### config.mk
export PLATFORM = sky130hd
export DESIGN_NAME = periph_top
export DESIGN_NICKNAME = d
export VERILOG_FILES = /design/src/hw/periph_pkg.sv /design/src/hw/apb_if.sv /design/src/hw/apb_decoder.sv /design/src/hw/mtimer.sv /design/src/hw/uart_tx.sv /design/src/hw/periph_top.sv
export SDC_FILE = /design/constraint.sdc
export NUM_CORES = 1
export LEC_CHECK = 0
export BUFFER_PORTS_ARGS = -buffer_cell sky130_fd_sc_hd__buf_2
export CAP_MARGIN = 20
export CORE_MARGIN = 2
export CORE_UTILIZATION = 62
export DETAILED_ROUTE_END_ITERATION = 8
export HOLD_SLACK_MARGIN = 0.08
export PLACE_DENSITY = 0.77
export SYNTH_ARGS = -nofsm -noshare
export SYNTH_HDL_FRONTEND = slang
export SYNTH_SLANG_ARGS = --single-unit
export TNS_END_PERCENT = 100
### constraint.sdc
create_clock -name clk -period 4.75 [get_ports clk]
set_input_delay 1.425 -clock clk [delete_from_list [all_inputs] [get_ports clk]]
set_output_delay 1.425 -clock clk [all_outputs]
set_load 0.01 [all_outputs]
### src/hw/periph_pkg.sv
/*
 * peripheral package
 * address map, register offsets, widths and timing constants shared by
 * the APB decoder, the machine timer and the UART transmitter
 */

package periph_pkg;

	// ------------------------------------------------------------------------
	// APB layer
	localparam int APB_AW = 16;
	localparam int APB_DW = 32;

	// peripheral select field of paddr
	localparam int SLOT_MSB = 15;
	localparam int SLOT_LSB = 12;

	localparam logic [SLOT_MSB-SLOT_LSB:0] SLOT_TIMER = 4'd0;
	localparam logic [SLOT_MSB-SLOT_LSB:0] SLOT_UART  = 4'd1;

	// ------------------------------------------------------------------------
	// timebase
	localparam int CLK_MHZ = 4;
	localparam int TICK_CW = (CLK_MHZ > 1) ? $clog2(CLK_MHZ) : 1;

	// timer registers, offsets within the slot
	localparam logic [APB_AW-1:0] TMR_CTRL     = 16'h0000;
	localparam logic [APB_AW-1:0] TMR_MTIME_LO = 16'h0008;
	localparam logic [APB_AW-1:0] TMR_MTIME_HI = 16'h000c;
	localparam logic [APB_AW-1:0] TMR_CMP_LO   = 16'h0010;
	localparam logic [APB_AW-1:0] TMR_CMP_HI   = 16'h0014;

	// ------------------------------------------------------------------------
	// UART transmitter
	localparam logic [APB_AW-1:0] UART_CSR    = 16'h0000;
	localparam logic [APB_AW-1:0] UART_TXDATA = 16'h0004;
	localparam logic [APB_AW-1:0] UART_DIV    = 16'h0008;

	// clocks per bit out of reset
	localparam int UART_DIV_RESET = 16;
	localparam int UART_DIV_W     = 16;

	localparam int TXFIFO_DEPTH = 4;

	typedef logic [7:0]        byte_t;
	typedef logic [APB_DW-1:0] word_t;

endpackage

### src/hw/apb_if.sv
/*
 * APB interface
 * requester drives the select, enable, direction, address and write data;
 * the completer answers with read data, ready and error
 */

`timescale 1ns/1ps

interface apb_if;

	logic                          psel;
	logic                          penable;
	logic                          pwrite;
	logic [periph_pkg::APB_AW-1:0] paddr;
	periph_pkg::word_t             pwdata;
	periph_pkg::word_t             prdata;
	logic                          pready;
	logic                          pslverr;

	modport master (
		output psel, penable, pwrite, paddr, pwdata,
		input  prdata, pready, pslverr
	);

	modport slave (
		input  psel, penable, pwrite, paddr, pwdata,
		output prdata, pready, pslverr
	);

endinterface

### src/hw/apb_decoder.sv
/*
 * APB address decoder
 * splits one APB port into the timer and UART slots by the high address
 * bits and answers unmapped slots itself with an error
 */

`timescale 1ns/1ps

module apb_decoder (
	apb_if.slave  s_apb,
	apb_if.master m_timer,
	apb_if.master m_uart
);

	localparam int SLOT_W = periph_pkg::SLOT_MSB - periph_pkg::SLOT_LSB + 1;
	localparam int OFFS_W = periph_pkg::SLOT_LSB;

	logic [SLOT_W-1:0]                 slot;
	logic                              hit_timer;
	logic                              hit_uart;
	logic [periph_pkg::APB_AW-1:0]     offset;

	assign slot      = s_apb.paddr[periph_pkg::SLOT_MSB:periph_pkg::SLOT_LSB];
	assign hit_timer = (slot == periph_pkg::SLOT_TIMER);
	assign hit_uart  = (slot == periph_pkg::SLOT_UART);

	// peripherals only ever see the offset within their slot
	assign offset = {{(periph_pkg::APB_AW - OFFS_W){1'b0}}, s_apb.paddr[OFFS_W-1:0]};

	// ------------------------------------------------------------------------
	// request fan-out

	assign m_timer.psel    = s_apb.psel & hit_timer;
	assign m_timer.penable = s_apb.penable & hit_timer;
	assign m_timer.pwrite  = s_apb.pwrite;
	assign m_timer.paddr   = offset;
	assign m_timer.pwdata  = s_apb.pwdata;

	assign m_uart.psel     = s_apb.psel & hit_uart;
	assign m_uart.penable  = s_apb.penable & hit_uart;
	assign m_uart.pwrite   = s_apb.pwrite;
	assign m_uart.paddr    = offset;
	assign m_uart.pwdata   = s_apb.pwdata;

	// ------------------------------------------------------------------------
	// response mux

	always_comb begin
		s_apb.prdata  = '0;
		s_apb.pready  = 1'b0;
		s_apb.pslverr = 1'b0;
		if (s_apb.psel) begin
			if (hit_timer) begin
				s_apb.prdata  = m_timer.prdata;
				s_apb.pready  = m_timer.pready;
				s_apb.pslverr = m_timer.pslverr;
			end else if (hit_uart) begin
				s_apb.prdata  = m_uart.prdata;
				s_apb.pready  = m_uart.pready;
				s_apb.pslverr = m_uart.pslverr;
			end else begin
				// nothing behind this slot
				s_apb.pready  = 1'b1;
				s_apb.pslverr = 1'b1;
			end
		end
	end

endmodule

### src/hw/mtimer.sv
/*
 * RISC-V machine timer
 * microsecond prescaler, 64-bit mtime and mtimecmp as 32-bit APB halves,
 * registered timer interrupt, count stalls while the hart is halted
 */

`timescale 1ns/1ps

module mtimer (
	input  logic  clk,
	input  logic  rst_n,
	apb_if.slave  s_apb,
	input  logic  i_dbg_halt,
	output logic  o_timer_irq
);

	localparam int DW = periph_pkg::APB_DW;

	logic [periph_pkg::TICK_CW-1:0] tick_ctr;
	logic                           tick;

	logic        ctrl_en;
	logic [63:0] mtime;
	logic [63:0] mtimecmp;
	logic        wr_en;
	logic        count_en;

	// ------------------------------------------------------------------------
	// microsecond timebase

	// counts down, pulse registered on the wrap
	always_ff @(posedge clk or negedge rst_n) begin
		if (!rst_n) begin
			tick_ctr <= '0;
			tick     <= 1'b0;
		end else begin
			if (|tick_ctr) begin
				tick_ctr <= tick_ctr - 1'b1;
			end else begin
				tick_ctr <= periph_pkg::TICK_CW'(periph_pkg::CLK_MHZ - 1);
			end
			tick <= ~|tick_ctr;
		end
	end

	// ------------------------------------------------------------------------
	// register writes

	assign wr_en    = s_apb.psel & s_apb.penable & s_apb.pwrite;
	assign count_en = tick & ctrl_en & ~i_dbg_halt;

	always_ff @(posedge clk or negedge rst_n) begin
		if (!rst_n) begin
			ctrl_en <= 1'b0;
		end else if (wr_en && s_apb.paddr == periph_pkg::TMR_CTRL) begin
			ctrl_en <= s_apb.pwdata[0];
		end
	end

	// a software write wins over the tick in the same cycle
	always_ff @(posedge clk or negedge rst_n) begin
		if (!rst_n) begin
			mtime <= '0;
		end else if (wr_en && s_apb.paddr == periph_pkg::TMR_MTIME_LO) begin
			mtime[DW-1:0] <= s_apb.pwdata;
		end else if (wr_en && s_apb.paddr == periph_pkg::TMR_MTIME_HI) begin
			mtime[63:DW] <= s_apb.pwdata;
		end else if (count_en) begin
			mtime <= mtime + 64'd1;
		end
	end

	// all ones out of reset keeps the interrupt quiet
	always_ff @(posedge clk or negedge rst_n) begin
		if (!rst_n) begin
			mtimecmp <= '1;
		end else if (wr_en && s_apb.paddr == periph_pkg::TMR_CMP_LO) begin
			mtimecmp[DW-1:0] <= s_apb.pwdata;
		end else if (wr_en && s_apb.paddr == periph_pkg::TMR_CMP_HI) begin
			mtimecmp[63:DW] <= s_apb.pwdata;
		end
	end

	// ------------------------------------------------------------------------
	// interrupt

	always_ff @(posedge clk or negedge rst_n) begin
		if (!rst_n) begin
			o_timer_irq <= 1'b0;
		end else begin
			o_timer_irq <= (mtime >= mtimecmp);
		end
	end

	// ------------------------------------------------------------------------
	// read path, always ready, no error

	always_comb begin
		case (s_apb.paddr)
			periph_pkg::TMR_CTRL:     s_apb.prdata = {{(DW - 1){1'b0}}, ctrl_en};
			periph_pkg::TMR_MTIME_LO: s_apb.prdata = mtime[DW-1:0];
			periph_pkg::TMR_MTIME_HI: s_apb.prdata = mtime[63:DW];
			periph_pkg::TMR_CMP_LO:   s_apb.prdata = mtimecmp[DW-1:0];
			periph_pkg::TMR_CMP_HI:   s_apb.prdata = mtimecmp[63:DW];
			default:                  s_apb.prdata = '0;
		endcase
	end

	assign s_apb.pready  = 1'b1;
	assign s_apb.pslverr = 1'b0;

endmodule

### src/hw/uart_tx.sv
/*
 * UART transmitter
 * divisor register, small byte FIFO and 8N1 serializer;
 * a TXDATA write stalls on pready while the FIFO is full
 */

`timescale 1ns/1ps

module uart_tx (
	input  logic  clk,
	input  logic  rst_n,
	apb_if.slave  s_apb,
	output logic  o_uart_tx
);

	localparam int DEPTH = periph_pkg::TXFIFO_DEPTH;
	localparam int PTR_W = (DEPTH > 1) ? $clog2(DEPTH) : 1;
	localparam int DIV_W = periph_pkg::UART_DIV_W;

	logic [DIV_W-1:0]       div;
	periph_pkg::byte_t      mem [DEPTH];
	logic [PTR_W-1:0]       wr_ptr;
	logic [PTR_W-1:0]       rd_ptr;
	logic [PTR_W:0]         level;
	logic                   fifo_full;
	logic                   fifo_empty;
	logic                   txdata_wr;
	logic                   push;
	logic                   pop;

	logic                   tx_busy;
	logic [9:0]             shifter;
	logic [3:0]             bits_left;
	logic [DIV_W-1:0]       bit_ctr;
	logic                   frame_end;

	assign fifo_full  = (level == (PTR_W + 1)'(DEPTH));
	assign fifo_empty = (level == '0);

	// ------------------------------------------------------------------------
	// APB side

	assign txdata_wr = s_apb.psel & s_apb.pwrite & (s_apb.paddr == periph_pkg::UART_TXDATA);

	// a pop in the same cycle frees the slot for the stalled write
	assign push = txdata_wr & s_apb.penable & (~fifo_full | pop);

	assign s_apb.pready  = ~(txdata_wr & fifo_full & ~pop);
	assign s_apb.pslverr = 1'b0;

	always_comb begin
		case (s_apb.paddr)
			periph_pkg::UART_CSR: begin
				s_apb.prdata = {{(periph_pkg::APB_DW - 2){1'b0}}, fifo_full,
					tx_busy | ~fifo_empty};
			end
			periph_pkg::UART_DIV: s_apb.prdata = {{(periph_pkg::APB_DW - DIV_W){1'b0}}, div};
			default:              s_apb.prdata = '0;
		endcase
	end

	always_ff @(posedge clk or negedge rst_n) begin
		if (!rst_n) begin
			div <= DIV_W'(periph_pkg::UART_DIV_RESET);
		end else if (s_apb.psel && s_apb.penable && s_apb.pwrite &&
				s_apb.paddr == periph_pkg::UART_DIV) begin
			div <= s_apb.pwdata[DIV_W-1:0];
		end
	end

	// ------------------------------------------------------------------------
	// byte FIFO

	always_ff @(posedge clk) begin
		if (push) begin
			mem[wr_ptr] <= periph_pkg::byte_t'(s_apb.pwdata[7:0]);
		end
	end

	always_ff @(posedge clk or negedge rst_n) begin
		if (!rst_n) begin
			wr_ptr <= '0;
			rd_ptr <= '0;
			level  <= '0;
		end else begin
			if (push) begin
				wr_ptr <= (wr_ptr == PTR_W'(DEPTH - 1)) ? '0 : wr_ptr + 1'b1;
			end
			if (pop) begin
				rd_ptr <= (rd_ptr == PTR_W'(DEPTH - 1)) ? '0 : rd_ptr + 1'b1;
			end
			case ({push, pop})
				2'b10:   level <= level + 1'b1;
				2'b01:   level <= level - 1'b1;
				default: level <= level;
			endcase
		end
	end

	// ------------------------------------------------------------------------
	// serializer

	// last cycle of the stop bit
	assign frame_end = tx_busy & (bit_ctr == '0) & (bits_left == '0);

	// next frame starts right behind the stop bit
	assign pop = ~fifo_empty & (~tx_busy | frame_end);

	always_ff @(posedge clk or negedge rst_n) begin
		if (!rst_n) begin
			tx_busy   <= 1'b0;
			shifter   <= '1;
			bits_left <= '0;
			bit_ctr   <= '0;
		end else if (pop) begin
			tx_busy   <= 1'b1;
			shifter   <= {1'b1, mem[rd_ptr], 1'b0};
			bits_left <= 4'd9;
			bit_ctr   <= div - 1'b1;
		end else if (tx_busy) begin
			if (bit_ctr == '0) begin
				// shift ones in so the line idles high
				shifter <= {1'b1, shifter[9:1]};
				bit_ctr <= div - 1'b1;
				if (bits_left == '0) begin
					tx_busy <= 1'b0;
				end else begin
					bits_left <= bits_left - 1'b1;
				end
			end else begin
				bit_ctr <= bit_ctr - 1'b1;
			end
		end
	end

	assign o_uart_tx = shifter[0];

endmodule

### src/hw/periph_top.sv
/*
 * peripheral subsystem top level
 * APB slave port in front of an address decoder, the RISC-V machine
 * timer and the UART transmitter
 */

`timescale 1ns/1ps

module periph_top (
	input  logic                          clk,
	input  logic                          rst_n,

	input  logic                          i_psel,
	input  logic                          i_penable,
	input  logic                          i_pwrite,
	input  logic [periph_pkg::APB_AW-1:0] i_paddr,
	input  periph_pkg::word_t             i_pwdata,
	output periph_pkg::word_t             o_prdata,
	output logic                          o_pready,
	output logic                          o_pslverr,

	input  logic                          i_dbg_halt,
	output logic                          o_timer_irq,
	output logic                          o_uart_tx
);

	apb_if host_apb ();
	apb_if timer_apb ();
	apb_if uart_apb ();

	// host side port mapping
	assign host_apb.psel    = i_psel;
	assign host_apb.penable = i_penable;
	assign host_apb.pwrite  = i_pwrite;
	assign host_apb.paddr   = i_paddr;
	assign host_apb.pwdata  = i_pwdata;
	assign o_prdata         = host_apb.prdata;
	assign o_pready         = host_apb.pready;
	assign o_pslverr        = host_apb.pslverr;

	apb_decoder u_apb_decoder (
		.s_apb   (host_apb.slave),
		.m_timer (timer_apb.master),
		.m_uart  (uart_apb.master)
	);

	mtimer u_mtimer (
		.clk         (clk),
		.rst_n       (rst_n),
		.s_apb       (timer_apb.slave),
		.i_dbg_halt  (i_dbg_halt),
		.o_timer_irq (o_timer_irq)
	);

	uart_tx u_uart_tx (
		.clk       (clk),
		.rst_n     (rst_n),
		.s_apb     (uart_apb.slave),
		.o_uart_tx (o_uart_tx)
	);

endmodule

* After elaboration in Yosys (flattened, before gate mapping) *
Memories as Yosys holds them, arrays and structs flattened.
Cells that the tools add are included.

operators by class
  $add $sub $neg = 9
  reductions and logical operators = 25
  bitwise logic cells = 28
  mux-type cells = 35
  $lt $le $gt $ge = 1
  equality and inequality tests = 13

operators with widths
  cell                                                   count
  two-way mux 32 bit                                     6
  one-hot mux 32 bit (5 select lines)                    1
  adder 64 x 1 -> 64 bit (second input constant)         1
  >= comparator 64 bit                                   1
  two-way mux 64 bit                                     1
  two-way mux 16 bit                                     3
  zero test 16 bit                                       2
  one-hot mux 16 bit (2 select lines)                    1
  subtractor 16 x 1 -> 16 bit (second input constant)    2
  two-way mux 10 bit                                     3
  equality test 12 x 4 -> 1 bit (second input constant)  2
  equality test 12 x 5 -> 1 bit (second input constant)  2
  AND 1 bit                                              17
  two-way mux 4 bit                                      4
  equality test 12 x 3 -> 1 bit (second input constant)  1
  two-way mux 1 bit                                      12
  nonzero test 2 bit                                     5
  logical AND 1 bit                                      8
  zero test 4 bit                                        2
  inverter 1 bit                                         8
  AND reduction 2 bit                                    4
  equality test 2 bit (second input constant)            3
  two-way mux 2 bit                                      3
  one-hot mux 3 bit (2 select lines)                     1
  14 further kinds                                       18

word-level totals
  logic and storage cells = 128
  bits in writable memories = 32
  bits of input ports = 54
  register bits after elaboration = 187
  output and inout port bits = 36
  memories = 1

memories
  name           words  width  rd ports  clocked after memory_dff  write ports  line           RTL
  u_uart_tx.mem  4      8      1         0                         1            uart_tx.sv:21  periph_pkg::byte_t mem [DEPTH];

* Longest topological paths before layout *
  depth after elaboration = 11
  mapped depth = 9
  mapped depth without buffers = 9

* By module *
Synthesis repeated with hierarchy kept, for this count alone.

second synthesis, totals
  cell total of the unflattened synthesis = 1614
  area, all modules = 14864.3 um^2

by module, submodules not included
  module       area an instance (um^2)  times used  seq. area each (um^2)  cells each
  mtimer       8712.1                   1           3408.3                 988
  uart_tx      4834.6                   1           2299.7                 445
  apb_decoder  1317.5                   1           0.0                    181

* Worst setup path before layout *
OpenSTA, ideal clock, no wires.

  path type = input-to-output
  start point = input i_paddr[9] (netlist bit)
  end point = output o_prdata[21]
  path slack = 0.127 ns
  path buffers = 3
  cell stages on the path = 8
  data required time = 3.325 ns
  arrival time = 3.198 ns
  cells stage by stage = nor4_1 -> and3_1 -> clkbuf_1 -> and3_1 -> clkbuf_1 -> o31ai_1 -> clkbuf_1 -> nor2_1

on the way
  cells in the longest elaborated chain, start to end = 4
  elaborated cells between the ends (all ways) = 8
  classes of those cells = eq/ne: 4; mux: 3; reduce/logical: 1

RTL lines
  element                                                      line               RTL
  start: declaration                                           periph_top.sv:16   input logic [periph_pkg::APB_AW-1:0] i_paddr,
  equality test 12 x 5 -> 1 bit, or another cell as far along  mtimer.sv:99       case (s_apb.paddr)
  one-hot mux 32 bit (5 select lines) (*)                      mtimer.sv:99
  two-way mux 32 bit (*)                                       apb_decoder.sv:53  if (hit_timer) begin
  two-way mux 32 bit (*)                                       apb_decoder.sv:52  if (s_apb.psel) begin
  end: declaration                                             periph_top.sv:18   output periph_pkg::word_t o_prdata,

Mark *: on every way between the ends. The rest lies on a longest branch, timed or not.

* Worst setup path after layout *
  start point = input i_paddr[9] (netlist bit)
  end point = output o_prdata[6]

on the way
  cells in the longest elaborated chain, start to end = 5
  elaborated cells between the ends (all ways) = 10
  classes of those cells = eq/ne: 4; mux: 5; reduce/logical: 1

RTL lines
  element                                                            line                         RTL
  equality test 12 x 4 -> 1 bit or zero test 16 bit (tied branches)  mtimer.sv:99, uart_tx.sv:52
  one-hot mux 16 bit (2 select lines)                                uart_tx.sv:52                case (s_apb.paddr)
  two-way mux 32 bit                                                 apb_decoder.sv:57            end else if (hit_uart) begin
  two-way mux 32 bit (*)                                             apb_decoder.sv:53
  two-way mux 32 bit (*)                                             apb_decoder.sv:52

Marked as above.

==> results.yml <==
critical_path:
  crit_type: "in2out"
  start_kind: "primary input"
  r2r_slack_ns: 1.53
  crit_arrival_ns: 3.19
  timing.rr.end: "u_uart_tx.mem[1][0]"
  crit_path_end_kind: "primary output"
  cp_data_required_time_ns: 3.32
  cp_max_fo: 10
  reg2reg_depth: 5
  r2r-start: "u_uart_tx.bit_ctr[9]"
synthesis:
  synthArstFlopShare: 0.853
  netlist-cell-type-count: 71
  ys_ff_latch: 218
  synth_top_area_share: 0.211
  ys_warn_count: 0
  synthesis.nets: 1568
  synth_area_leaders: "dfrtp_1, dfstp_2, edfxtp_1"
  synth_area_leader_cell: "dfrtp_1"
  synth_flop_cell: "dfrtp_1"
  netlist_area_um2: 13300
  synth_cells: 1437
  synth_enable_flop_cells: 32
  synth.most_common_cell: "nand2_1"
  syn_area_per_cell_um2: 9.26
  synth_common_cells: "nand2_1, nor2_1, dfrtp_1"
  seq_area_frac_synth: 0.429
route:
  vias: 11400
  dr.max_layer_used: "met4"
  wl_met1_um: 14900
  finalWirelength_um: 36800
  firstDrtPassIters: 5
  viasPerCell: 6.29
  drc: 0
  wl_met3_um: 3070
  route.met2.wl_um: 17400
  ant_nets: 0
  drt_iter0_drc: 998
  avgRoutedWirePerCell_um: 20.3
final_layout:
  synthToLayoutAreaGrowth_pct: 12.8
  nets: 1652
  layout-drive-gt1-share: 0.212
  finalInstanceArea_um2: 15000
  diodes: 0
hold_path:
  min_path_cells: 1
  hp-class: "reg2reg"
  min-delay-start: "u_mtimer.tick_ctr[0]"
  min_to: "u_mtimer.tick_ctr[0]"
clock_tree:
  clk_latency_ns: 0.53
  cts_tree: "yes"
  clock-sinks: 218
  cts_buffers: 24
  htree_levels: 1
  clockRootBuffer: "clkbuf_16"
  ctsLongestPathBuffers: 3
  clk_pin_slew_ns: 0.05
  postCtsSetupBuffers: 0
timing:
  clock-skew-final_ns: 0.0135
  fmax_ghz: 0.217
  worst_pin_slew_ns: 0.771
  maxSlewHeadroom: 0.472
  finalSetupViolCount: 0
  fin_setup_tns_ns: 0
  rsz0062_at_grt: "no"
  fin_crit_ns: 4.62
  hold_viol_final: 0
  fin_crit_sh: 0.972
  slew_viol_final: 0
  layout_setup_ws_ns: 0.135
floorplanning:
  initial_core_util: 0.633
  core.rowCount: 53
  design.core.area_um2: 21000
  die_x_um: 150
  ios: 90
  die-area_um2: 22600
  die_y_um: 150
grt:
  grt_max_degree: 88
  antenna_found_initial: 0
  grt-ovfl-total: 0
  grt_pass1_wl_um: 58500
  grt_pass1_vias: 11000
  grt_usage: 0.330
placed_design:
  postPlaceCellArea_um2: 14200
  pre_cts_ws_ns: 0.181
  portBuffers: 89
  gp_congestion: 0.932
  hpwl_um: 26600
status:
  outcome: "completed"
power_and_ir_drop:
  p_per_area_nw_per_um2: 258
  peakVddDrop_v: 0.000227
  total_power_mw: 3.87
  power_leakage_nw: 6.49
run:
  cap_viol_max_count: 0
==> layout make-up <==
type                       instances  area [um2]
clock buffer                      33         686
clock inverter                    10        81.3
fill                            1554        6020
inverter                          95         357
multi-input combinational       1050        6990
sequential                       218        5710
tap                              275         344
timing repair buffer             132         840
==> where the power goes <==
part           switching [mW]  internal, mW
Sequential           0.000694          1.90
Clock                   0.773          1.06
Combinational          0.0966        0.0371
Total                   0.871          3.00
==> flip-flops by register name, indices dropped and copies added, names as in the netlist, 2 cells and up <==
register,count
u_uart_tx.bit_ctr,16
u_mtimer.mtime,64
u_mtimer.mtimecmp,64
u_uart_tx.level,3
u_uart_tx.bits_left,4
u_mtimer.tick_ctr,2
u_uart_tx.div,16
u_uart_tx.wr_ptr,2
u_uart_tx.shifter,9
u_uart_tx.rd_ptr,2
u_uart_tx.mem,32
==> logic make-up after synthesis <==
group                      count (synthesis)  share of synthesized area
buffers and inverters                    169                     0.0481
and+or+nand+nor                          509                      0.184
DFF                                      218                      0.429
xor gates and xnor gates                  74                     0.0487
muxes                                     79                     0.0722
AOI/OAI and AO/OA                        311                      0.145
adders and majority gates                 77                     0.0730
==> critical path: stages <==
cell     delay (ns)
buf_2          0.10
nor4_1         0.29
buf_4          0.19
and3_2         0.22
nand3_1        0.08
nor2_1         0.13
buf_4          0.21
a21oi_1        0.10
a31oi_1        0.25
buf_2          0.19
==> how the worst max path moves through the flow <==
stage / start / endpoint / slack [ns] / cells past startpoint
global route: i_paddr[9] / o_prdata[3] / 0.02 / 10
global placement: i_paddr[9] / o_prdata[6] / 0.23 / 10
floorplan: i_paddr[9] / o_prdata[21] / 0.13 / 8
CTS: i_paddr[9] / o_prdata[6] / 0.17 / 10
finish: i_paddr[9] / o_prdata[6] / 0.13 / 10
detailed placement: i_paddr[9] / o_prdata[3] / 0.18 / 10
==> timing repair <==
action                                  4_1_cts  5_1_grt
hold buffers                                  0        0
gates resized for setup                       0        1
endpoints found under the setup margin        0        1
==> per-layer routing <==
layer  vias up  GRT usage
met2       500      0.535
met4         0      0.125
met1      5475      0.447
li1       5309          -
met5         -          0
met3       116     0.0567
==> placed cells by master, fill, tap and decap left out, types with 35 or more instances in the layout <==
cell type and n:
inv_1 95, a21oi_1 91, o21ai_0 106, buf_4 38
mux2_2 52, xnor2_1 59, dfrtp_1 112, nand3_1 35
nor2_1 124, ha_1 76, nand2_1 172, dfstp_2 74
buf_2 88
==> metrics by stage <==
stage / utilization / hold WS (ns) / instances
floorplan: - / 0.413 / 1437
global placement: 0.677 / 0.425 / 1770
detailed placement: 0.677 / 0.439 / 1770
CTS: 0.714 / 0.453 / 1813
global route: 0.714 / 0.475 / 1813
finish: 0.714 / 0.440 / 1813
Power figures use the tool's default switching activity.
